## config.mk

```make
export PLATFORM = sky130hd
export DESIGN_NAME = backend_top
export DESIGN_NICKNAME = d
export VERILOG_FILES = /design/src/source/rob_pkg.sv /design/src/source/backend_top.sv /design/src/source/exec_lane.sv /design/src/source/rob.sv /design/src/source/uop_dispatch.sv
export SDC_FILE = /design/constraint.sdc
export NUM_CORES = 1
export LEC_CHECK = 0
export BUFFER_PORTS_ARGS = -buffer_cell sky130_fd_sc_hd__buf_2
export CAP_MARGIN = 20
export CELL_PAD_IN_SITES_DETAIL_PLACEMENT = 0
export CELL_PAD_IN_SITES_GLOBAL_PLACEMENT = 1
export CORE_MARGIN = 1
export CORE_UTILIZATION = 25
export DETAILED_ROUTE_END_ITERATION = 7
export PLACE_DENSITY = 0.44
export SYNTH_ARGS = -nofsm -noshare
export SYNTH_HDL_FRONTEND = slang
export SYNTH_SLANG_ARGS = --single-unit
```

## constraint.sdc

```tcl
create_clock -name clock -period 7.2 [get_ports clock]
set_clock_uncertainty 0.2 [all_clocks]
set_input_delay 0 -clock clock [delete_from_list [all_inputs] [get_ports clock]]
set_output_delay 0 -clock clock [all_outputs]
set_load 0.01 [all_outputs]
```

## src/source/rob_pkg.sv

```systemverilog
// ********************
// Sizes, micro-op encodings and the payload union shared by the
// re-order buffer back end. Users refer to items by scoped name.
// ********************

package rob_pkg;

  // Lanes and their queues
  localparam int NUM_LANES     = 3;
  localparam int LANE_BITS     = 2;
  localparam int LANE_DEPTH    = 2;
  localparam int LANE_PTR_BITS = 1;
  localparam int CREDIT_BITS   = 2;

  // Re-order buffer geometry
  localparam int ROB_SIZE       = 8;
  localparam int ROB_INDEX_BITS = 3;
  localparam int RETIRE_WIDTH   = 2;

  // Field widths
  localparam int TAG_BITS     = 8;
  localparam int RESULT_BITS  = 8;
  localparam int OPERAND_BITS = 7;

  // Multiply latency, counted down in the lane stage
  localparam int MUL_CYCLES = 3;
  localparam int CYCLE_BITS = 2;
  localparam logic [CYCLE_BITS-1:0] MUL_WAIT = CYCLE_BITS'(MUL_CYCLES - 1);

  // Reload value of a lane credit counter
  localparam logic [CREDIT_BITS-1:0] FULL_CREDIT = CREDIT_BITS'(LANE_DEPTH);

  typedef enum logic {
    UOP_ALU    = 1'b0,
    UOP_BRANCH = 1'b1
  } uop_kind_e;

  typedef enum logic [1:0] {
    ALU_ADD = 2'd0,
    ALU_XOR = 2'd1,
    ALU_AND = 2'd2,
    ALU_MUL = 2'd3
  } alu_op_e;

  // Payload seen as an ALU operation
  typedef struct packed {
    alu_op_e                 op;
    logic [OPERAND_BITS-1:0] a;
    logic [OPERAND_BITS-1:0] b;
  } alu_view_t;

  // Same word seen as a branch compare
  typedef struct packed {
    logic                    pred_taken;
    logic                    not_equal;
    logic [OPERAND_BITS-1:0] a;
    logic [OPERAND_BITS-1:0] b;
  } branch_view_t;

  typedef union packed {
    alu_view_t    alu;
    branch_view_t br;
  } uop_payload_u;

endpackage

```

## src/source/backend_top.sv

```systemverilog
// ********************
// Back end top level. Joins the dispatcher, the execution lanes
// and the re-order buffer. Micro-ops enter and retire here.
// ********************
`timescale 1ns/1ps

module backend_top (
  input  logic                                                       clock,
  input  logic                                                       reset,
  input  logic                                                       in_valid,
  input  rob_pkg::uop_kind_e                                         in_kind,
  input  logic [rob_pkg::TAG_BITS-1:0]                               in_tag,
  input  rob_pkg::uop_payload_u                                      in_payload,
  output logic                                                       in_ready,
  output logic [rob_pkg::RETIRE_WIDTH-1:0]                           retire_valid,
  output logic [rob_pkg::RETIRE_WIDTH-1:0][rob_pkg::TAG_BITS-1:0]    retire_tag,
  output logic [rob_pkg::RETIRE_WIDTH-1:0][rob_pkg::RESULT_BITS-1:0] retire_result,
  output logic [rob_pkg::RETIRE_WIDTH-1:0]                           retire_taken,
  output logic                                                       recover,
  output logic [rob_pkg::TAG_BITS-1:0]                               recover_tag
);

  // Allocation path
  logic                                                       alloc_ok;
  logic [rob_pkg::ROB_INDEX_BITS-1:0]                         alloc_index;
  logic                                                       alloc_valid;
  rob_pkg::uop_kind_e                                         alloc_kind;
  logic [rob_pkg::TAG_BITS-1:0]                               alloc_tag;
  rob_pkg::uop_payload_u                                      alloc_payload;

  // Issue and credit path
  logic [rob_pkg::NUM_LANES-1:0]                              issue_valid;
  logic [rob_pkg::ROB_INDEX_BITS-1:0]                         issue_index;
  rob_pkg::uop_kind_e                                         issue_kind;
  rob_pkg::uop_payload_u                                      issue_payload;
  logic [rob_pkg::NUM_LANES-1:0]                              credit_return;

  // Completion path
  logic [rob_pkg::NUM_LANES-1:0]                              done_valid;
  logic [rob_pkg::NUM_LANES-1:0][rob_pkg::ROB_INDEX_BITS-1:0] done_index;
  logic [rob_pkg::NUM_LANES-1:0][rob_pkg::RESULT_BITS-1:0]    done_result;
  logic [rob_pkg::NUM_LANES-1:0]                              done_taken;

  uop_dispatch u_dispatch (
    .clock,
    .reset,
    .in_valid,
    .in_kind,
    .in_tag,
    .in_payload,
    .in_ready,
    .alloc_ok,
    .alloc_index,
    .alloc_valid,
    .alloc_kind,
    .alloc_tag,
    .alloc_payload,
    .issue_valid,
    .issue_index,
    .issue_kind,
    .issue_payload,
    .credit_return,
    .recover
  );

  // Lanes share the issue bus and see recover as flush
  for (genvar g = 0; g < rob_pkg::NUM_LANES; g++) begin : g_lane
    exec_lane u_lane (
      .clock,
      .reset,
      .flush         (recover),
      .issue_valid   (issue_valid[g]),
      .issue_index,
      .issue_kind,
      .issue_payload,
      .credit_return (credit_return[g]),
      .done_valid    (done_valid[g]),
      .done_index    (done_index[g]),
      .done_result   (done_result[g]),
      .done_taken    (done_taken[g])
    );
  end

  rob u_rob (
    .clock,
    .reset,
    .alloc_valid,
    .alloc_kind,
    .alloc_tag,
    .alloc_payload,
    .alloc_ok,
    .alloc_index,
    .done_valid,
    .done_index,
    .done_result,
    .done_taken,
    .retire_valid,
    .retire_tag,
    .retire_result,
    .retire_taken,
    .recover,
    .recover_tag
  );

endmodule

```

## src/source/exec_lane.sv

```systemverilog
// ********************
// One execution lane. Queues issued micro-ops, runs them through a
// single variable-latency stage, returns credits and reports completion.
// ********************
`timescale 1ns/1ps

module exec_lane (
  input  logic                                clock,
  input  logic                                reset,
  input  logic                                flush,
  input  logic                                issue_valid,
  input  logic [rob_pkg::ROB_INDEX_BITS-1:0]  issue_index,
  input  rob_pkg::uop_kind_e                  issue_kind,
  input  rob_pkg::uop_payload_u               issue_payload,
  output logic                                credit_return,
  output logic                                done_valid,
  output logic [rob_pkg::ROB_INDEX_BITS-1:0]  done_index,
  output logic [rob_pkg::RESULT_BITS-1:0]     done_result,
  output logic                                done_taken
);

  logic [rob_pkg::ROB_INDEX_BITS-1:0] q_index   [rob_pkg::LANE_DEPTH];
  rob_pkg::uop_kind_e                 q_kind    [rob_pkg::LANE_DEPTH];
  rob_pkg::uop_payload_u              q_payload [rob_pkg::LANE_DEPTH];
  logic [rob_pkg::LANE_PTR_BITS-1:0]  rd_ptr;
  logic [rob_pkg::LANE_PTR_BITS-1:0]  wr_ptr;
  logic [rob_pkg::CREDIT_BITS-1:0]    q_count;

  logic                               busy;
  logic [rob_pkg::CYCLE_BITS-1:0]     cycles_left;
  logic                               stage_free;
  logic                               take;
  logic                               push;
  logic                               pop;

  logic [rob_pkg::ROB_INDEX_BITS-1:0] sel_index;
  rob_pkg::uop_kind_e                 sel_kind;
  rob_pkg::uop_payload_u              sel_payload;
  logic [rob_pkg::RESULT_BITS-1:0]    sel_result;
  logic                               sel_taken;
  logic [rob_pkg::CYCLE_BITS-1:0]     sel_cycles;
  logic [2*rob_pkg::OPERAND_BITS-1:0] product;

  // Stage takes new work only once it is idle
  assign stage_free    = !busy;
  assign pop           = stage_free && q_count != '0;
  // An empty queue passes a new issue straight to the stage
  assign take          = stage_free && (q_count != '0 || issue_valid);
  assign push          = issue_valid && !(take && q_count == '0);
  assign credit_return = take;

  always_comb begin
    if (q_count != '0) begin
      sel_index   = q_index[rd_ptr];
      sel_kind    = q_kind[rd_ptr];
      sel_payload = q_payload[rd_ptr];
    end else begin
      sel_index   = issue_index;
      sel_kind    = issue_kind;
      sel_payload = issue_payload;
    end
  end

  assign product = sel_payload.alu.a * sel_payload.alu.b;

  always_comb begin
    sel_result = '0;
    sel_taken  = 1'b0;
    sel_cycles = '0;
    if (sel_kind == rob_pkg::UOP_BRANCH) begin
      sel_taken = (sel_payload.br.a == sel_payload.br.b) ^ sel_payload.br.not_equal;
    end else begin
      case (sel_payload.alu.op)
        rob_pkg::ALU_ADD: sel_result = {1'b0, sel_payload.alu.a} + {1'b0, sel_payload.alu.b};
        rob_pkg::ALU_XOR: sel_result = {1'b0, sel_payload.alu.a ^ sel_payload.alu.b};
        rob_pkg::ALU_AND: sel_result = {1'b0, sel_payload.alu.a & sel_payload.alu.b};
        default: begin
          sel_result = product[rob_pkg::RESULT_BITS-1:0];
          sel_cycles = rob_pkg::MUL_WAIT;
        end
      endcase
    end
  end

  always_ff @(posedge clock) begin
    if (reset || flush) begin
      rd_ptr  <= '0;
      wr_ptr  <= '0;
      q_count <= '0;
    end else begin
      if (push) begin
        wr_ptr <= wr_ptr + 1'b1;
      end
      if (pop) begin
        rd_ptr <= rd_ptr + 1'b1;
      end
      q_count <= q_count + {1'b0, push} - {1'b0, pop};
    end
  end

  always_ff @(posedge clock) begin
    if (push) begin
      q_index[wr_ptr]   <= issue_index;
      q_kind[wr_ptr]    <= issue_kind;
      q_payload[wr_ptr] <= issue_payload;
    end
  end

  always_ff @(posedge clock) begin
    if (reset || flush) begin
      busy        <= 1'b0;
      cycles_left <= '0;
    end else if (take) begin
      busy        <= 1'b1;
      cycles_left <= sel_cycles;
    end else if (cycles_left == '0) begin
      busy <= 1'b0;
    end else begin
      cycles_left <= cycles_left - 1'b1;
    end
  end

  // Result is formed at load and held until the countdown ends
  always_ff @(posedge clock) begin
    if (take) begin
      done_index  <= sel_index;
      done_result <= sel_result;
      done_taken  <= sel_taken;
    end
  end

  assign done_valid = busy && cycles_left == '0;

  a_no_overflow: assert property (@(posedge clock) disable iff (reset || flush)
    issue_valid |-> q_count < rob_pkg::LANE_DEPTH);

endmodule

```

## src/source/rob.sv

```systemverilog
// ********************
// Re-order buffer. Allocates at the tail, marks lane completions,
// retires up to two entries per cycle from the head in program order
// and raises recover on a mispredicted branch.
// ********************
`timescale 1ns/1ps

module rob (
  input  logic                                                      clock,
  input  logic                                                      reset,
  input  logic                                                      alloc_valid,
  input  rob_pkg::uop_kind_e                                        alloc_kind,
  input  logic [rob_pkg::TAG_BITS-1:0]                              alloc_tag,
  input  rob_pkg::uop_payload_u                                     alloc_payload,
  output logic                                                      alloc_ok,
  output logic [rob_pkg::ROB_INDEX_BITS-1:0]                        alloc_index,
  input  logic [rob_pkg::NUM_LANES-1:0]                             done_valid,
  input  logic [rob_pkg::NUM_LANES-1:0][rob_pkg::ROB_INDEX_BITS-1:0] done_index,
  input  logic [rob_pkg::NUM_LANES-1:0][rob_pkg::RESULT_BITS-1:0]   done_result,
  input  logic [rob_pkg::NUM_LANES-1:0]                             done_taken,
  output logic [rob_pkg::RETIRE_WIDTH-1:0]                          retire_valid,
  output logic [rob_pkg::RETIRE_WIDTH-1:0][rob_pkg::TAG_BITS-1:0]   retire_tag,
  output logic [rob_pkg::RETIRE_WIDTH-1:0][rob_pkg::RESULT_BITS-1:0] retire_result,
  output logic [rob_pkg::RETIRE_WIDTH-1:0]                          retire_taken,
  output logic                                                      recover,
  output logic [rob_pkg::TAG_BITS-1:0]                              recover_tag
);

  rob_pkg::uop_kind_e              e_kind   [rob_pkg::ROB_SIZE];
  logic [rob_pkg::TAG_BITS-1:0]    e_tag    [rob_pkg::ROB_SIZE];
  logic                            e_pred   [rob_pkg::ROB_SIZE];
  logic [rob_pkg::RESULT_BITS-1:0] e_result [rob_pkg::ROB_SIZE];
  logic                            e_taken  [rob_pkg::ROB_SIZE];
  logic [rob_pkg::ROB_SIZE-1:0]    e_done;

  logic [rob_pkg::ROB_INDEX_BITS-1:0] head;
  logic [rob_pkg::ROB_INDEX_BITS:0]   count;
  logic [rob_pkg::ROB_INDEX_BITS:0]   retire_count;
  logic [rob_pkg::ROB_INDEX_BITS-1:0] slot;
  logic                               stop;

  // Count top bit set means all slots taken
  assign alloc_ok    = !count[rob_pkg::ROB_INDEX_BITS];
  assign alloc_index = head + count[rob_pkg::ROB_INDEX_BITS-1:0];

  // Walk from the head until an incomplete entry or a mispredict
  always_comb begin
    retire_valid  = '0;
    retire_tag    = '0;
    retire_result = '0;
    retire_taken  = '0;
    retire_count  = '0;
    recover       = 1'b0;
    recover_tag   = '0;
    stop          = 1'b0;
    slot          = head;
    for (int i = 0; i < rob_pkg::RETIRE_WIDTH; i++) begin
      slot = head + i[rob_pkg::ROB_INDEX_BITS-1:0];
      if (!stop && count > i[rob_pkg::ROB_INDEX_BITS:0] && e_done[slot]) begin
        retire_valid[i]  = 1'b1;
        retire_tag[i]    = e_tag[slot];
        retire_result[i] = e_result[slot];
        retire_taken[i]  = e_taken[slot];
        retire_count     = retire_count + 1'b1;
        if (e_kind[slot] == rob_pkg::UOP_BRANCH && e_taken[slot] != e_pred[slot]) begin
          recover     = 1'b1;
          recover_tag = e_tag[slot];
          stop        = 1'b1;
        end
      end else begin
        stop = 1'b1;
      end
    end
  end

  // Recovery empties the whole buffer at the next edge
  always_ff @(posedge clock) begin
    if (reset || recover) begin
      head   <= '0;
      count  <= '0;
      e_done <= '0;
    end else begin
      head  <= head + retire_count[rob_pkg::ROB_INDEX_BITS-1:0];
      count <= count + {{rob_pkg::ROB_INDEX_BITS{1'b0}}, alloc_valid} - retire_count;
      for (int l = 0; l < rob_pkg::NUM_LANES; l++) begin
        if (done_valid[l]) begin
          e_done[done_index[l]] <= 1'b1;
        end
      end
      if (alloc_valid) begin
        e_done[alloc_index] <= 1'b0;
      end
    end
  end

  always_ff @(posedge clock) begin
    if (alloc_valid) begin
      e_kind[alloc_index] <= alloc_kind;
      e_tag[alloc_index]  <= alloc_tag;
      // Only meaningful for branches
      e_pred[alloc_index] <= alloc_payload.br.pred_taken;
    end
    for (int l = 0; l < rob_pkg::NUM_LANES; l++) begin
      if (done_valid[l]) begin
        e_result[done_index[l]] <= done_result[l];
        e_taken[done_index[l]]  <= done_taken[l];
      end
    end
  end

  for (genvar g = 0; g < rob_pkg::NUM_LANES; g++) begin : g_done_check
    a_done_live: assert property (@(posedge clock) disable iff (reset)
      done_valid[g] |-> rob_pkg::ROB_INDEX_BITS'(done_index[g] - head) < count);
  end

  a_occupancy: assert property (@(posedge clock) disable iff (reset)
    count <= rob_pkg::ROB_SIZE);

endmodule

```

## src/source/uop_dispatch.sv

```systemverilog
// ********************
// Accepts micro-ops, allocates the re-order buffer tail and issues
// each one to a lane chosen round-robin among lanes holding a credit.
// ********************
`timescale 1ns/1ps

module uop_dispatch (
  input  logic                                 clock,
  input  logic                                 reset,
  input  logic                                 in_valid,
  input  rob_pkg::uop_kind_e                   in_kind,
  input  logic [rob_pkg::TAG_BITS-1:0]         in_tag,
  input  rob_pkg::uop_payload_u                in_payload,
  output logic                                 in_ready,
  input  logic                                 alloc_ok,
  input  logic [rob_pkg::ROB_INDEX_BITS-1:0]   alloc_index,
  output logic                                 alloc_valid,
  output rob_pkg::uop_kind_e                   alloc_kind,
  output logic [rob_pkg::TAG_BITS-1:0]         alloc_tag,
  output rob_pkg::uop_payload_u                alloc_payload,
  output logic [rob_pkg::NUM_LANES-1:0]        issue_valid,
  output logic [rob_pkg::ROB_INDEX_BITS-1:0]   issue_index,
  output rob_pkg::uop_kind_e                   issue_kind,
  output rob_pkg::uop_payload_u                issue_payload,
  input  logic [rob_pkg::NUM_LANES-1:0]        credit_return,
  input  logic                                 recover
);

  logic [rob_pkg::CREDIT_BITS-1:0] credit [rob_pkg::NUM_LANES];
  logic [rob_pkg::NUM_LANES-1:0]   has_credit;
  logic [rob_pkg::NUM_LANES-1:0]   grant;
  logic [rob_pkg::LANE_BITS-1:0]   last_lane;
  logic [rob_pkg::LANE_BITS-1:0]   pick;
  logic                            found;
  logic                            accept;
  int                              cand;

  // Search starts one past the lane used last
  always_comb begin
    pick  = last_lane;
    found = 1'b0;
    cand  = 0;
    for (int k = 1; k <= rob_pkg::NUM_LANES; k++) begin
      cand = (int'(last_lane) + k) % rob_pkg::NUM_LANES;
      if (!found && has_credit[cand]) begin
        pick  = cand[rob_pkg::LANE_BITS-1:0];
        found = 1'b1;
      end
    end
  end

  always_comb begin
    for (int i = 0; i < rob_pkg::NUM_LANES; i++) begin
      has_credit[i] = credit[i] != '0;
      grant[i]      = accept && (pick == i[rob_pkg::LANE_BITS-1:0]);
    end
  end

  assign in_ready = alloc_ok && (|has_credit) && !recover;
  assign accept   = in_valid && in_ready;

  // ROB write happens on the acceptance edge
  assign alloc_valid   = accept;
  assign alloc_kind    = in_kind;
  assign alloc_tag     = in_tag;
  assign alloc_payload = in_payload;

  always_ff @(posedge clock) begin
    if (reset) begin
      issue_valid <= '0;
      last_lane   <= '0;
    end else begin
      issue_valid <= grant;
      if (accept) begin
        last_lane <= pick;
      end
    end
  end

  always_ff @(posedge clock) begin
    if (accept) begin
      issue_index   <= alloc_index;
      issue_kind    <= in_kind;
      issue_payload <= in_payload;
    end
  end

  // One credit per free lane queue slot
  always_ff @(posedge clock) begin
    for (int i = 0; i < rob_pkg::NUM_LANES; i++) begin
      if (reset || recover) begin
        credit[i] <= rob_pkg::FULL_CREDIT;
      end else if (grant[i] && !credit_return[i]) begin
        credit[i] <= credit[i] - 1'b1;
      end else if (credit_return[i] && !grant[i]) begin
        credit[i] <= credit[i] + 1'b1;
      end
    end
  end

  for (genvar g = 0; g < rob_pkg::NUM_LANES; g++) begin : g_credit_check
    a_credit_max: assert property (@(posedge clock) disable iff (reset)
      credit[g] <= rob_pkg::LANE_DEPTH);
    a_grant_credit: assert property (@(posedge clock) disable iff (reset)
      grant[g] |-> credit[g] != '0);
  end

endmodule

```

After elaboration in Yosys (flattened, before gate mapping)
Memories as Yosys holds them, arrays and structs flattened. A register that Yosys moved wholly into a read port is not among the register bits.
Cells that the tools add are included.
{"block": "totals", "word_cells": 367, "ram_bits": 278, "out_inout_bits": 46, "mem_count": 15, "regBits": 97, "inputBits": 28}
{"memory": "u_rob.e_result", "words": 8, "width": 8, "read_ports": 2, "rd_clocked_by_memory_dff": 1, "write_ports": 3, "line": "rob.sv:32", "rtl": "logic [rob_pkg::RESULT_BITS-1:0] e_result [rob_pkg::ROB_SIZE];"}
{"memory": "u_rob.e_tag", "words": 8, "width": 8, "read_ports": 2, "rd_clocked_by_memory_dff": 1, "write_ports": 1, "line": "rob.sv:30", "rtl": "logic [rob_pkg::TAG_BITS-1:0] e_tag [rob_pkg::ROB_SIZE];"}
{"memory": "g_lane[0].u_lane.q_payload", "words": 2, "width": 16, "read_ports": 1, "rd_clocked_by_memory_dff": 1, "write_ports": 1, "line": "exec_lane.sv:24", "rtl": "rob_pkg::uop_payload_u q_payload [rob_pkg::LANE_DEPTH];"}
{"memory": "g_lane[1].u_lane.q_payload", "words": 2, "width": 16, "read_ports": 1, "rd_clocked_by_memory_dff": 1, "write_ports": 1, "line": "exec_lane.sv:24"}
{"memory": "g_lane[2].u_lane.q_payload", "words": 2, "width": 16, "read_ports": 1, "rd_clocked_by_memory_dff": 1, "write_ports": 1, "line": "exec_lane.sv:24"}
{"memory": "u_rob.e_kind", "words": 8, "width": 1, "read_ports": 2, "rd_clocked_by_memory_dff": 1, "write_ports": 1, "line": "rob.sv:29", "rtl": "rob_pkg::uop_kind_e e_kind [rob_pkg::ROB_SIZE];"}
{"memory": "9 more memories"}
{"block": "op_classes", "n_lt_le_gt_ge": 15, "n_div": 3, "reduce_logical": 82, "n_mux": 148, "n_addsub": 33, "n_mul": 3, "bitwise_logic": 20, "n_eq_ne": 16}
{"cell": "$mux W8", "count": 15}
{"cell": "$lt A32 B4 Y1 const B", "count": 3}
{"cell": "$mod A32 B3 Y32 const B", "count": 3}
{"cell": "$mux W1", "count": 88}
{"cell": "$pmux W8 S3", "count": 3}
{"cell": "$mux W16", "count": 3}
{"cell": "$mux W2", "count": 21}
{"cell": "$logic_and A1 B1 Y1", "count": 38}
{"cell": "$add A7 B7 Y8", "count": 3}
{"cell": "$lt A3 B4 Y1 const B", "count": 6}
{"cell": "$mul A7 B7 Y8", "count": 3}
{"cell": "$mux W3", "count": 8}
{"cell": "$or A8 B8 Y8", "count": 3}
{"cell": "$and A7 B7 Y7", "count": 3}
{"cell": "$eq A7 B7 Y1", "count": 3}
{"cell": "$xor A7 B7 Y7", "count": 3}
{"cell": "$logic_not A2 Y1", "count": 10}
{"cell": "$reduce_bool A2 Y1", "count": 9}
{"cell": "$logic_not A1 Y1", "count": 17}
{"cell": "$demux W1 S3", "count": 4}
{"cell": "$ge A3 B1 Y1 const B", "count": 4}
{"cell": "$reduce_or A3 Y1", "count": 4}
{"cell": "$sub A2 B1 Y2 const B", "count": 6}
{"cell": "$and A8 B8 Y8", "count": 1}
{"cell": "23 further kinds", "count": 59}

Depth between registers and ports, before layout
Gate-level depths: netlist of the first run.
{"block": "logic_depth", "depth_word": 21, "ltp_mapped": 21, "mapped_depth_nobuf": 19}

Modules after synthesis
From an unflattened synthesis of the first run, not the netlist that was laid out.
{"block": "hier_totals", "cells_unflattened": 1908, "area_unflattened_um2": 22590.4}
{"module": "rob", "cells_per_inst": 791, "seq_area_each_um2": 4864.7, "area_per_inst_um2": 9940.8, "n_inst": 1}
{"module": "exec_lane (g_lane[2].u_lane)", "cells_per_inst": 326, "seq_area_each_um2": 1721.7, "area_per_inst_um2": 3674.8, "n_inst": 1}
{"module": "exec_lane (g_lane[0].u_lane)", "cells_per_inst": 328, "seq_area_each_um2": 1721.7, "area_per_inst_um2": 3662.3, "n_inst": 1}
{"module": "exec_lane (g_lane[1].u_lane)", "cells_per_inst": 325, "seq_area_each_um2": 1721.7, "area_per_inst_um2": 3659.8, "n_inst": 1}
{"module": "uop_dispatch", "cells_per_inst": 138, "seq_area_each_um2": 880.8, "area_per_inst_um2": 1652.8, "n_inst": 1}

Least setup slack after synthesis of the first run
OpenSTA, ideal clock, no wires.
{"block": "synth_path", "path_kind": "register to register", "from": "reg g_lane[0].u_lane.q_count[0] in the netlist's numbering", "to": "reg g_lane[0].u_lane.done_result[7] in the netlist's numbering, data pin", "slack_ns": 1.868, "required_time_ns": 6.723, "setup_ns": 0.277, "stages_incl_launch_ff": 19, "t_arrival_ns": 4.855, "n_path_buf": 3, "synth_period_minus_slack_ns": 5.332, "cell_sequence": "dfxtp_1 > clkbuf_1 > nor2_1 > clkbuf_1 > buf_1 > nor2_1 > a21oi_1 > inv_1 > nand2_1 > fa_1 > inv_1 > fa_1 > fa_1 > fa_1 > ha_1 > a21oi_1 > xnor3_1 > xnor2_1 > o32ai_1"}
{"block": "synth_via", "elab_chain_len": 4, "elab_cells_between_ends": 9, "classes_between": "1 x add/sub; 1 x mul; 2 x eq/ne; 3 x mux; 2 x reduce/logical"}
{"element": "from (decl)", "line": "exec_lane.sv:27", "rtl": "logic [rob_pkg::CREDIT_BITS-1:0] q_count;"}
{"element": "from (signal assigned)", "line": "exec_lane.sv:97", "rtl": "q_count <= q_count + {1'b0, push} - {1'b0, pop};"}
{"element": "$reduce_bool A2 Y1 *", "line": "exec_lane.sv:53", "rtl": "if (q_count != '0) begin"}
{"element": "$mux W16", "line": "exec_lane.sv:53"}
{"element": "$mul A7 B7 Y8 (tied with other cells)", "line": "exec_lane.sv:64", "rtl": "assign product = sel_payload.alu.a * sel_payload.alu.b;"}
{"element": "$pmux W8 S3", "line": "exec_lane.sv:73", "rtl": "case (sel_payload.alu.op)"}
{"element": "to (signal assigned)", "line": "exec_lane.sv:127", "rtl": "done_result <= sel_result;"}
{"element": "to (decl)", "line": "exec_lane.sv:18", "rtl": "output logic [rob_pkg::RESULT_BITS-1:0] done_result,"}
Mark *: on every way between the ends. The rest lies on a longest branch, timed or not.
A chain may end at the register's enable or synchronous reset.

==> impl_metrics.tcl, run 1 <==
set metrics [dict create \
    status "complete, no violations" \
    wl_met3_mm 2.46 \
    die_height_um 298 \
    grt_pass1_vias 14844 \
    clk_latency_ps 600 \
    drive_gt1_frac 0.162 \
    synth_flop_cell "edfxtp_1" \
    maxSlewViolCount 0 \
    fin_setup_tns_ps 0 \
    highest_layer "met4" \
    final_hold_viol_count 0 \
    r2r_setup_slack_ps 1500 \
    htree_levels 2 \
    hp-class "primary input to flip-flop" \
    synth_most_common_cell "edfxtp_1" \
    crit_required_ps 7290 \
    relSlewSlack 0.300 \
    initial_core_util 0.253 \
    syn_area_per_cell_um2 12.0 \
    cp-end-kind "flip-flop" \
    rsz0062_at_grt "false" \
    drc 0 \
    dr.pass1.iters 5 \
    yosys.area.top_type_share 0.457 \
    whs_path_depth 2 \
    vias_per_cell 4.55 \
    path_clk_slew_ps 60 \
    rr_endpoint "g_lane[1].u_lane.done_result[7]" \
    whs_endpoint "u_rob.e_tag[6][4]" \
    dieArea_um2 89100 \
    yosys-top-cells-area "edfxtp_1 46%, mux4_2 8.5%, mux2i_1 7.4%, ha_1 4.9%, dfxtp_1 4.0%" \
    gp_congestion 0.809 \
    dp_hpwl_mm 46.3 \
    numCtsBuffers 46 \
    cts_sinks 378 \
    grt-ovfl-total 0 \
    min_period_ps 5700 \
    synth_edf_count 334 \
    path_class "flip-flop to flip-flop" \
    fmax_ghz 0.176 \
    cts_tree "built" \
    ys_seq_elements 378 \
    start_kind "flip-flop" \
    num_io_pins 74 \
    vias 14261 \
    setup_viol 0 \
    post_drt_wl_per_cell_um 20.7 \
    grt_pass1_wl_mm 97.0 \
    worstHoldStart "in_tag[4]" \
    layout_worst_path_cycle_share 0.791 \
    cts_buffer_depth 3 \
    antenna_found_initial 0 \
    path_max_fanout 16 \
    area_growth_pct 18.0 \
    synth-seq-area-share 0.497 \
    syn_nets 1985 \
    syn_area_um2 22000 \
    yosysTopAreaCell "edfxtp_1" \
    grt_usage 0.145 \
    cap_violations 0 \
    wirelength_mm 64.8 \
    coreArea_um2 86900 \
    cp.arrival_ps 5790 \
    synth_cell_type_count 64 \
    port_buffers 73 \
    synth-async-reset-ratio 0 \
    routed-wl-met2_mm 30.7 \
    cts_root_buffer "clkbuf_16" \
    rr_worst_depth 13 \
    row_count 108 \
    die_x_um 298 \
    met1_length_mm 30.1 \
    synth_commonest_cells "334 x edfxtp_1, 183 x nor2_1, 170 x nand2_1" \
    yosysWarnings 0 \
    tightestPinTransition_ps 1050 \
    cts_setup_buffers 0 \
    synthCells 1829 \
    detail_route.iter0.violations 881 \
    postRouteAntennaNets 0 \
    fin_nets 2098 \
    insertedDiodeCount 0 \
    grt_max_degree 38 \
]
==> state kept, by name (all words and copies together), names as in the netlist, 3 cells and up, named ones only <==
name                       flops
u_rob.e_pred                   8
u_dispatch.credit              6
g_lane.u_lane.cycles_left      6
g_lane.u_lane.q_kind           6
u_rob.head                     3
g_lane.u_lane.q_count          6
g_lane.u_lane.busy             3
u_rob.e_tag                   64
u_rob.e_kind                   8
g_lane.u_lane.rd_ptr           3
u_dispatch.issue_payload      16
u_rob.count                    4
g_lane.u_lane.wr_ptr           3
u_dispatch.issue_valid         3
u_rob.e_result                64
g_lane.u_lane.q_payload       96
u_dispatch.issue_index         3
g_lane.u_lane.q_index         18
g_lane.u_lane.done_taken       3
g_lane.u_lane.done_index       9
u_rob.e_done                   8
u_rob.e_taken                  8
g_lane.u_lane.done_result     24
==> timing repair <==
item,CTS,global route
gates resized for setup,0,0
hold endpoints to repair,186,0
hold buffers,49,0
==> stage by stage <==
stage	worst slack (ps)	instances	util	hold slack, ps	area, um^2
after floorplan	1870	1829	-	-128	22000
after detailed placement	1450	2998	0.274	-21.9	23800
after global placement	1520	2997	0.274	-21.4	23800
after CTS	1460	3131	0.298	0.108	25900
after global routing	1140	3133	0.298	38.0	25900
final	1500	3133	0.298	31.0	25900
==> layer usage <==
layer  global-route usage  vias up
met5                    0        -
met4               0.0394        0
met3               0.0185       73
met2                0.243      268
met1                0.196     7062
li1                     -     6858
==> cells in the final DEF, fill, tap and decap left out, types with 8 or more instances in the layout <==
| cell | n |
|---|---|
| edfxtp_1 | 334 |
| nor2_1 | 181 |
| nand2_1 | 170 |
| mux2i_1 | 162 |
| inv_1 | 126 |
| o21ai_0 | 87 |
| ha_1 | 85 |
| mux4_2 | 83 |
| a21oi_1 | 82 |
| buf_2 | 73 |
| dlygate4sd3_1 | 49 |
| buf_4 | 47 |
| xnor2_1 | 46 |
| clkbuf_16 | 46 |
| fa_1 | 42 |
| dfxtp_1 | 41 |
| xor2_1 | 33 |
| nor3_1 | 33 |
| a21o_1 | 25 |
| a211oi_1 | 22 |
| and2_1 | 16 |
| mux2_2 | 12 |
| nor2b_1 | 11 |
| o32ai_1 | 11 |
| o21a_1 | 9 |
| nand2b_1 | 8 |
| clkbuf_1 | 8 |
==> how the worst max path moves through the flow <==
stage | end | slack (ps) | cells after the start
finish | g_lane[1].u_lane.done_result[7] | 1500 | 13
CTS | g_lane[2].u_lane.done_result[7] | 1460 | 15
global placement | g_lane[1].u_lane.done_result[7] | 1520 | 13
floorplan | g_lane[0].u_lane.done_result[7] | 1870 | 18
global route | g_lane[0].u_lane.done_result[7] | 1140 | 16
detailed placement | g_lane[1].u_lane.done_result[7] | 1450 | 13
==> cell type report <==
type,instances,area [um^2]
fill,8845,61000
sequential,378,10900
multi-input combinational,1217,10200
tap,1155,1450
timing repair buffer,172,1290
clock buffer,54,1180
inverter,127,479
clock inverter,30,379
==> critical path, stage by stage (launching register included) <==
cell,delay [ps]
dfxtp_1,990
mux2i_1,180
o21ai_0,640
nand2_1,160
fa_1,520
inv_1,50
fa_1,460
fa_1,520
fa_1,490
ha_1,340
a21oi_1,130
xnor3_1,410
xor2_1,210
o32ai_1,110
==> cells by family (layout without fill, tap and decap cells) <==
group	after synthesis	count (layout)	share of synthesized area
AO/OA/AOI/OAI	274	274	0.0765
XOR/XNOR	85	85	0.0370
adder cells (fa/ha/maj)	128	128	0.0872
buffers and inverters	234	383	0.0431
flip-flops	378	378	0.497
multiplexers	258	258	0.166
AND/OR/NAND/NOR	472	472	0.0938
Power of run 1 is not shown: default switching activity piles up to over one toggle a cycle in this logic, so the estimate is an artifact.
==> run 2, diff against run 1 <==
--- a/config.mk
+++ b/config.mk
@@ -12,7 +12,7 @@
 export CORE_MARGIN = 1
 export CORE_UTILIZATION = 25
 export DETAILED_ROUTE_END_ITERATION = 7
-export PLACE_DENSITY = 0.44
+export PLACE_DENSITY = 0.45
 export SYNTH_ARGS = -nofsm -noshare
 export SYNTH_HDL_FRONTEND = slang
 export SYNTH_SLANG_ARGS = --single-unit
==> constraint.sdc (replaced) <==
create_clock -name clock -period 4.72 [get_ports clock]
set_clock_uncertainty 0.2 [all_clocks]
set_input_delay 0 -clock clock [delete_from_list [all_inputs] [get_ports clock]]
set_output_delay 0 -clock clock [all_outputs]
set_load 0.01 [all_outputs]
==> run 2 against run 1 <==
  * Wire length up 1.9%
  * Largest cell class unchanged
  * Final cell count increased by 4.8%
  * Cell area up 5.5%
==> impl_metrics.tcl, run 2 (same netlist as run 1, synthesis figures left out) <==
set metrics [dict create \
    grt_pass1_wl_mm 99.2 \
    layout_worst_path_cycle_share 0.993 \
    crit_path_top_delay_cell "fa_1" \
    dieArea_um2 89100 \
    largest-register "g_lane.u_lane.q_payload" \
    gp_congestion 0.818 \
    largest_reg_flops 96 \
    postRouteAntennaNets 0 \
    fmax_ghz 0.213 \
    crit_chain "clkbuf_16 > mux2i_1 > o21a_1 > inv_1 > ha_4 > inv_2 > fa_1 > inv_1 > fa_1 > fa_1 > fa_1 > ha_4 > a21oi_2 > xnor3_1 > xor2_1 > o32ai_1" \
    dp_hpwl_mm 47.5 \
    cts_sinks 378 \
    rsz0062_at_grt "true" \
    numCtsBuffers 45 \
    setup_viol 0 \
    insertedDiodeCount 0 \
    grt_max_degree 35 \
    utilization 0.315 \
    initial_core_util 0.253 \
    dr.pass1.iters 5 \
    num_io_pins 74 \
    path_clk_slew_ps 60 \
    vias_per_cell 4.50 \
    place_ws_ps -176 \
    worstHoldStart "in_tag[4]" \
    drive_gt1_frac 0.253 \
    status "complete, no violations" \
    grt_pass1_vias 15353 \
    grt-ovfl-total 0 \
    setup_ws_ps 34.9 \
    port_buffers 73 \
    row_count 108 \
    cp_slowest_stage_delay_ps 610 \
    final_hold_viol_count 0 \
    vias 14781 \
    crit_required_ps 4840 \
    fin_nets 2250 \
    holdWs_ps 34.6 \
    cts_buffer_depth 3 \
    drc 0 \
    antenna_found_initial 0 \
    path_class "flip-flop to flip-flop" \
    cap_violations 0 \
    r2r_setup_slack_ps 30 \
    htree_levels 2 \
    final_cell_mix "334 x edfxtp_1, 189 x buf_4, 177 x nor2_1" \
    grt_usage 0.148 \
    tightestPinTransition_ps 1090 \
    start_kind "flip-flop" \
    post_drt_wl_per_cell_um 20.1 \
    dp_cells 3131 \
    die_x_um 298 \
    coreArea_um2 86900 \
    min_period_ps 4690 \
    cp.arrival_ps 4810 \
    maxSlewViolCount 0 \
    cts_tree "built" \
    hp-class "primary input to flip-flop" \
    detail_route.iter0.violations 853 \
    path_max_fanout 6 \
    area_growth_pct 24.5 \
    cp-end-kind "flip-flop" \
    cts_root_buffer "clkbuf_16" \
    relSlewSlack 0.272 \
    wirelength_mm 66.0 \
    die_height_um 298 \
    cp_common_cell "fa_1" \
    layout_commonest_cell "edfxtp_1" \
    layout.cells.non_filler 3284 \
    clk_latency_ps 610 \
]
==> run 2: layer usage <==
layer	up-vias	track usage	part of all wire
met5	-	0	0
met4	0	0.0381	0.022
met3	78	0.0172	0.027
met2	219	0.250	0.49
met1	7310	0.199	0.46
li1	7174	-	-
==> run 2: stage by stage <==
stage          setup TNS [ps]  area [um^2]
6_report                    0        27300
5_1_grt                  -599        27300
4_1_cts                     0        27000
3_5_place_dp             -480        24900
3_3_place_gp             -285        24900
2_1_floorplan               0        22100
==> run 2: final timing paths <==
check | to | depth (start not counted)
worst max-delay path | g_lane[1].u_lane.done_result[7] | 16
worst min-delay path | u_rob.e_tag[2][4] | 2
worst max register to register | g_lane[1].u_lane.done_result[7] | 16
worst min register to register | flip-flop | 2
==> run 2: worst max-delay path, delay by kind of cell, from the launching register on <==
| family | cells | cell delay (ps) |
|---|---|---|
| fa+ha+maj | 6 | 2470 |
| xor+xnor | 2 | 420 |
| buf+inv | 4 | 380 |
| mux | 1 | 110 |
| compound gates | 3 | 450 |
| flops | 1 | 370 |
==> run 2: final cells by class <==
type	instances	area, um^2
Clock buffer	60	1200
Clock inverter	22	255
Fill cell	8784	59500
Inverter	127	487
Multi-Input combinational cell	1218	10500
Sequential cell	378	10900
Tap cell	1155	1450
Timing Repair Buffer	324	2490
==> run 2: timing repair <==
item                                    4_1_cts  5_1_grt
endpoints found under the hold margin       174        0
hold buffers                                 53        0
gates cloned                                  1        1
gates resized for setup                      23       61
pin swaps                                    16       29
endpoints found under the setup margin        8        9
setup buffers                                 5       11
Power of run 2 is left out for the same reason.
==> run 3, diff against run 2 <==
--- a/config.mk
+++ b/config.mk
@@ -5,6 +5,7 @@
 export SDC_FILE = /design/constraint.sdc
 export NUM_CORES = 1
 export LEC_CHECK = 0
+export ABC_AREA = 1
 export BUFFER_PORTS_ARGS = -buffer_cell sky130_fd_sc_hd__buf_2
 export CAP_MARGIN = 20
 export CELL_PAD_IN_SITES_DETAIL_PLACEMENT = 0
@@ -12,7 +13,7 @@
 export CORE_MARGIN = 1
 export CORE_UTILIZATION = 25
 export DETAILED_ROUTE_END_ITERATION = 7
-export PLACE_DENSITY = 0.45
+export PLACE_DENSITY_LB_ADDON = 0.15
 export SYNTH_ARGS = -nofsm -noshare
 export SYNTH_HDL_FRONTEND = slang
 export SYNTH_SLANG_ARGS = --single-unit
==> run 3 against run 2 <==
  * The flow now finishes with violations (negative setup slack)
  * Via count is 30% higher
  * First-iteration DRC count increased by 57%
  * Synthesized area rose by 3.7%
  * Cell area grew 3.9%
  * Wire length rose by 17%
  * Sequential cell count stayed put
  * Worst setup slack worse by 39 ps
  * Non-clock buffer count grew 18
  * Register-to-register slack got worse by 40 ps
  * Final cell count is 27% higher
  * Core utilization grew 0.059 points
  * Maximum frequency shrank 0.84%
==> impl_metrics.tcl, run 3 <==
set metrics [dict create \
    largest-register "g_lane.u_lane.q_payload" \
    port_buffers 73 \
    cp-end-kind "flip-flop" \
    detail_route.iter0.violations 1342 \
    syn_nets 2823 \
    layout_worst_path_cycle_share 1.00 \
    synth_most_common_cell "nand2_1" \
    synth-xor-area-share 0.0119 \
    p_int_mw 12.1 \
    ys_seq_elements 378 \
    die_height_um 304 \
    relSlewSlack 0.333 \
    layout_commonest_cell "nand2_1" \
    gp_congestion 0.840 \
    hp-class "primary input to flip-flop" \
    vias 19251 \
    final_cell_mix "435 x nand2_1, 343 x nor2_1, 334 x edfxtp_1" \
    die_x_um 304 \
    fillers 9400 \
    synth_cell_type_count 51 \
    sequential_cell_area_um2 10900 \
    r2r_start "g_lane[0].u_lane.q_count[1]" \
    row_count 110 \
    synth-compound-area-share 0.169 \
    yosys.area.top_type_share 0.440 \
    worstHoldStart "reset" \
    setup_viol 1 \
    initial_core_util 0.253 \
    insertedDiodeCount 0 \
    crit_start "g_lane[0].u_lane.q_count[1]" \
    syn_area_um2 22800 \
    largest_reg_flops 96 \
    rsz0062_at_grt "true" \
    path_max_fanout 6 \
    start_kind "flip-flop" \
    status "complete, but fails checks" \
    grt_pass1_wl_mm 118 \
    synth-seq-area-share 0.479 \
    ir_worst_vdd_uv 487 \
    yosys.area_share.adder 0.0841 \
    power_density_nw_per_um2 757 \
    cp.arrival_ps 4820 \
    dr.pass1.iters 6 \
    violations "negative setup slack" \
    clk_latency_ps 600 \
    cts_root_buffer "clkbuf_16" \
    wirelength_mm 77.4 \
    path_class "flip-flop to flip-flop" \
    place_ws_ps -582 \
    grt_usage 0.166 \
    synth-async-reset-ratio 0 \
    vias_per_cell 4.63 \
    cap_violations 0 \
    p_sw_frac 0.436 \
    htree_levels 2 \
    cts_buffer_depth 3 \
    p_switching_mw 9.38 \
    power_frac_clock 0.167 \
    setup_ws_ps -4.53 \
    antenna_found_initial 1 \
    cts_tree "built" \
    synthMuxAreaShare 0 \
    synth_top_family_by_area "simple AND/OR/NAND/NOR gates" \
    fin_nets 3104 \
    post_drt_wl_per_cell_um 18.6 \
    grt-ovfl-total 0 \
    yosys-top-cells-area "edfxtp_1 44%, nand2_1 7.4%, a21oi_1 6.1%, nor2_1 5.8%, inv_1 5.7%" \
    p_leak_nw 11.8 \
    synth_edf_count 334 \
    synthSimpleGateAreaFrac 0.173 \
    final_hold_viol_count 0 \
    dp_cells 3999 \
    layout.cells.non_filler 4162 \
    synth_flop_cell "edfxtp_1" \
    multi_input_area_um2 10400 \
    grt_pass1_vias 18841 \
    crit_required_ps 4810 \
    tightestPinTransition_ps 1000 \
    synth_commonest_cells "447 x nand2_1, 353 x nor2_1, 345 x inv_1" \
    dieArea_um2 92400 \
    dp_hpwl_mm 56.3 \
    synthCells 2667 \
    coreArea_um2 90100 \
    yosysWarnings 0 \
    postRouteAntennaNets 0 \
    cts_sinks 378 \
    fmax_ghz 0.212 \
    seqPwrFrac 0.235 \
    maxSlewViolCount 0 \
    syn_area_per_cell_um2 8.54 \
    numCtsBuffers 46 \
    num_io_pins 74 \
    yosysTopAreaCell "edfxtp_1" \
    drive_gt1_frac 0.180 \
    area_growth_pct 24.8 \
    holdWs_ps 35.1 \
    grt_max_degree 108 \
    min_period_ps 4720 \
    drc 0 \
    share_comb_of_total_power 0.598 \
    path_clk_slew_ps 60 \
]
-- run 3: cell count changes in the layout (fill, tap and decap cells not counted), moves of 21 or more --
cell | before | now
a21oi_1 | 67 | 263
o211ai_1 | 2 | 62
xnor2_1 | 44 | 14
mux2i_1 | 160 | 0
nor2_1 | 177 | 343
or2_2 | 2 | 27
mux4_2 | 83 | 0
nand2_1 | 166 | 435
inv_1 | 106 | 318
o21ai_0 | 86 | 238
a21o_1 | 24 | 1
nand3_1 | 4 | 95
nor3_1 | 28 | 7
-- run 3: stage by stage --
stage | total power [mW] | utilization | setup TNS, ps | area (um^2)
3_5_place_dp | 16.6 | 0.284 | -1720 | 25600
5_1_grt | 23.5 | 0.315 | -693 | 28400
4_1_cts | 21.3 | 0.312 | -8.58 | 28100
2_1_floorplan | 12.1 | - | -25.6 | 22800
6_report | 21.5 | 0.315 | -4.53 | 28400
3_3_place_gp | 16.6 | 0.284 | -1630 | 25600
-- run 3: what timing repair did --
action	CTS	global route
endpoints found under the setup margin	7	8
hold endpoints to repair	110	0
gates cloned	3	1
resized for setup	86	64
buffers inserted	18	14
hold buffers	43	0
pin swaps	41	31
-- run 3: kinds of logic after synthesis --
kind of cell / Yosys count
simple gates: 965
xor+xnor: 30
buf+inv: 470
flops: 378
fa+ha+maj: 128
compound gates: 696
-- run 3: path summary, 6_finish.rpt --
path	slack, ps	cells after the start	end
hold / removal	40	3	u_dispatch.issue_valid[2]
hold reg to reg	280	2	g_lane[1].u_lane.cycles_left[1]
setup / recovery	-5	24	g_lane[0].u_lane.done_result[7]
setup reg to reg	-5	24	g_lane[0].u_lane.done_result[7]
-- run 3: power groups by stage --
stage,clock network [mW],registers [mW],logic (mW)
after floorplan,0,4.83,7.25
after global placement,0,5.11,11.5
after detailed placement,0,5.12,11.4
after CTS,3.71,5.06,12.5
after global routing,3.83,5.12,14.5
final,3.60,5.05,12.9
-- run 3: critical path: stages (launching register included) --
cell and delay [ps]:
dfxtp_2 330, inv_2 70, nand2_4 60, buf_12 140
buf_8 130, o21a_4 230, inv_4 60, ha_4 130
inv_4 40, fa_1 490, inv_2 40, fa_1 560
fa_1 450, fa_1 580, ha_4 220, a21oi_4 170
inv_2 50, nand3_1 60, nand2_1 50, nand2_1 70
nand2_2 80, inv_1 50, nand2_1 50, nand3_2 60
a21oi_2 60
-- run 3: final cells by class --
type                            count  area share
Multi-Input combinational cell   1820       0.368
Clock buffer                       57      0.0423
Timing Repair Buffer              342      0.0939
Sequential cell                   378       0.384
Tap cell                         1176      0.0518
Inverter                          360      0.0481
Clock inverter                     29      0.0120
-- run 3: routing by layer --
layer | track usage | wire, um | vias up
li1 | - | - | 9596
met1 | 0.228 | 36700 | 9136
met2 | 0.278 | 36200 | 435
met3 | 0.0179 | 3050 | 82
met4 | 0.0369 | 1450 | 2
met5 | 0 | 14 | -
Note: power is estimated with default switching activity, not from simulation.
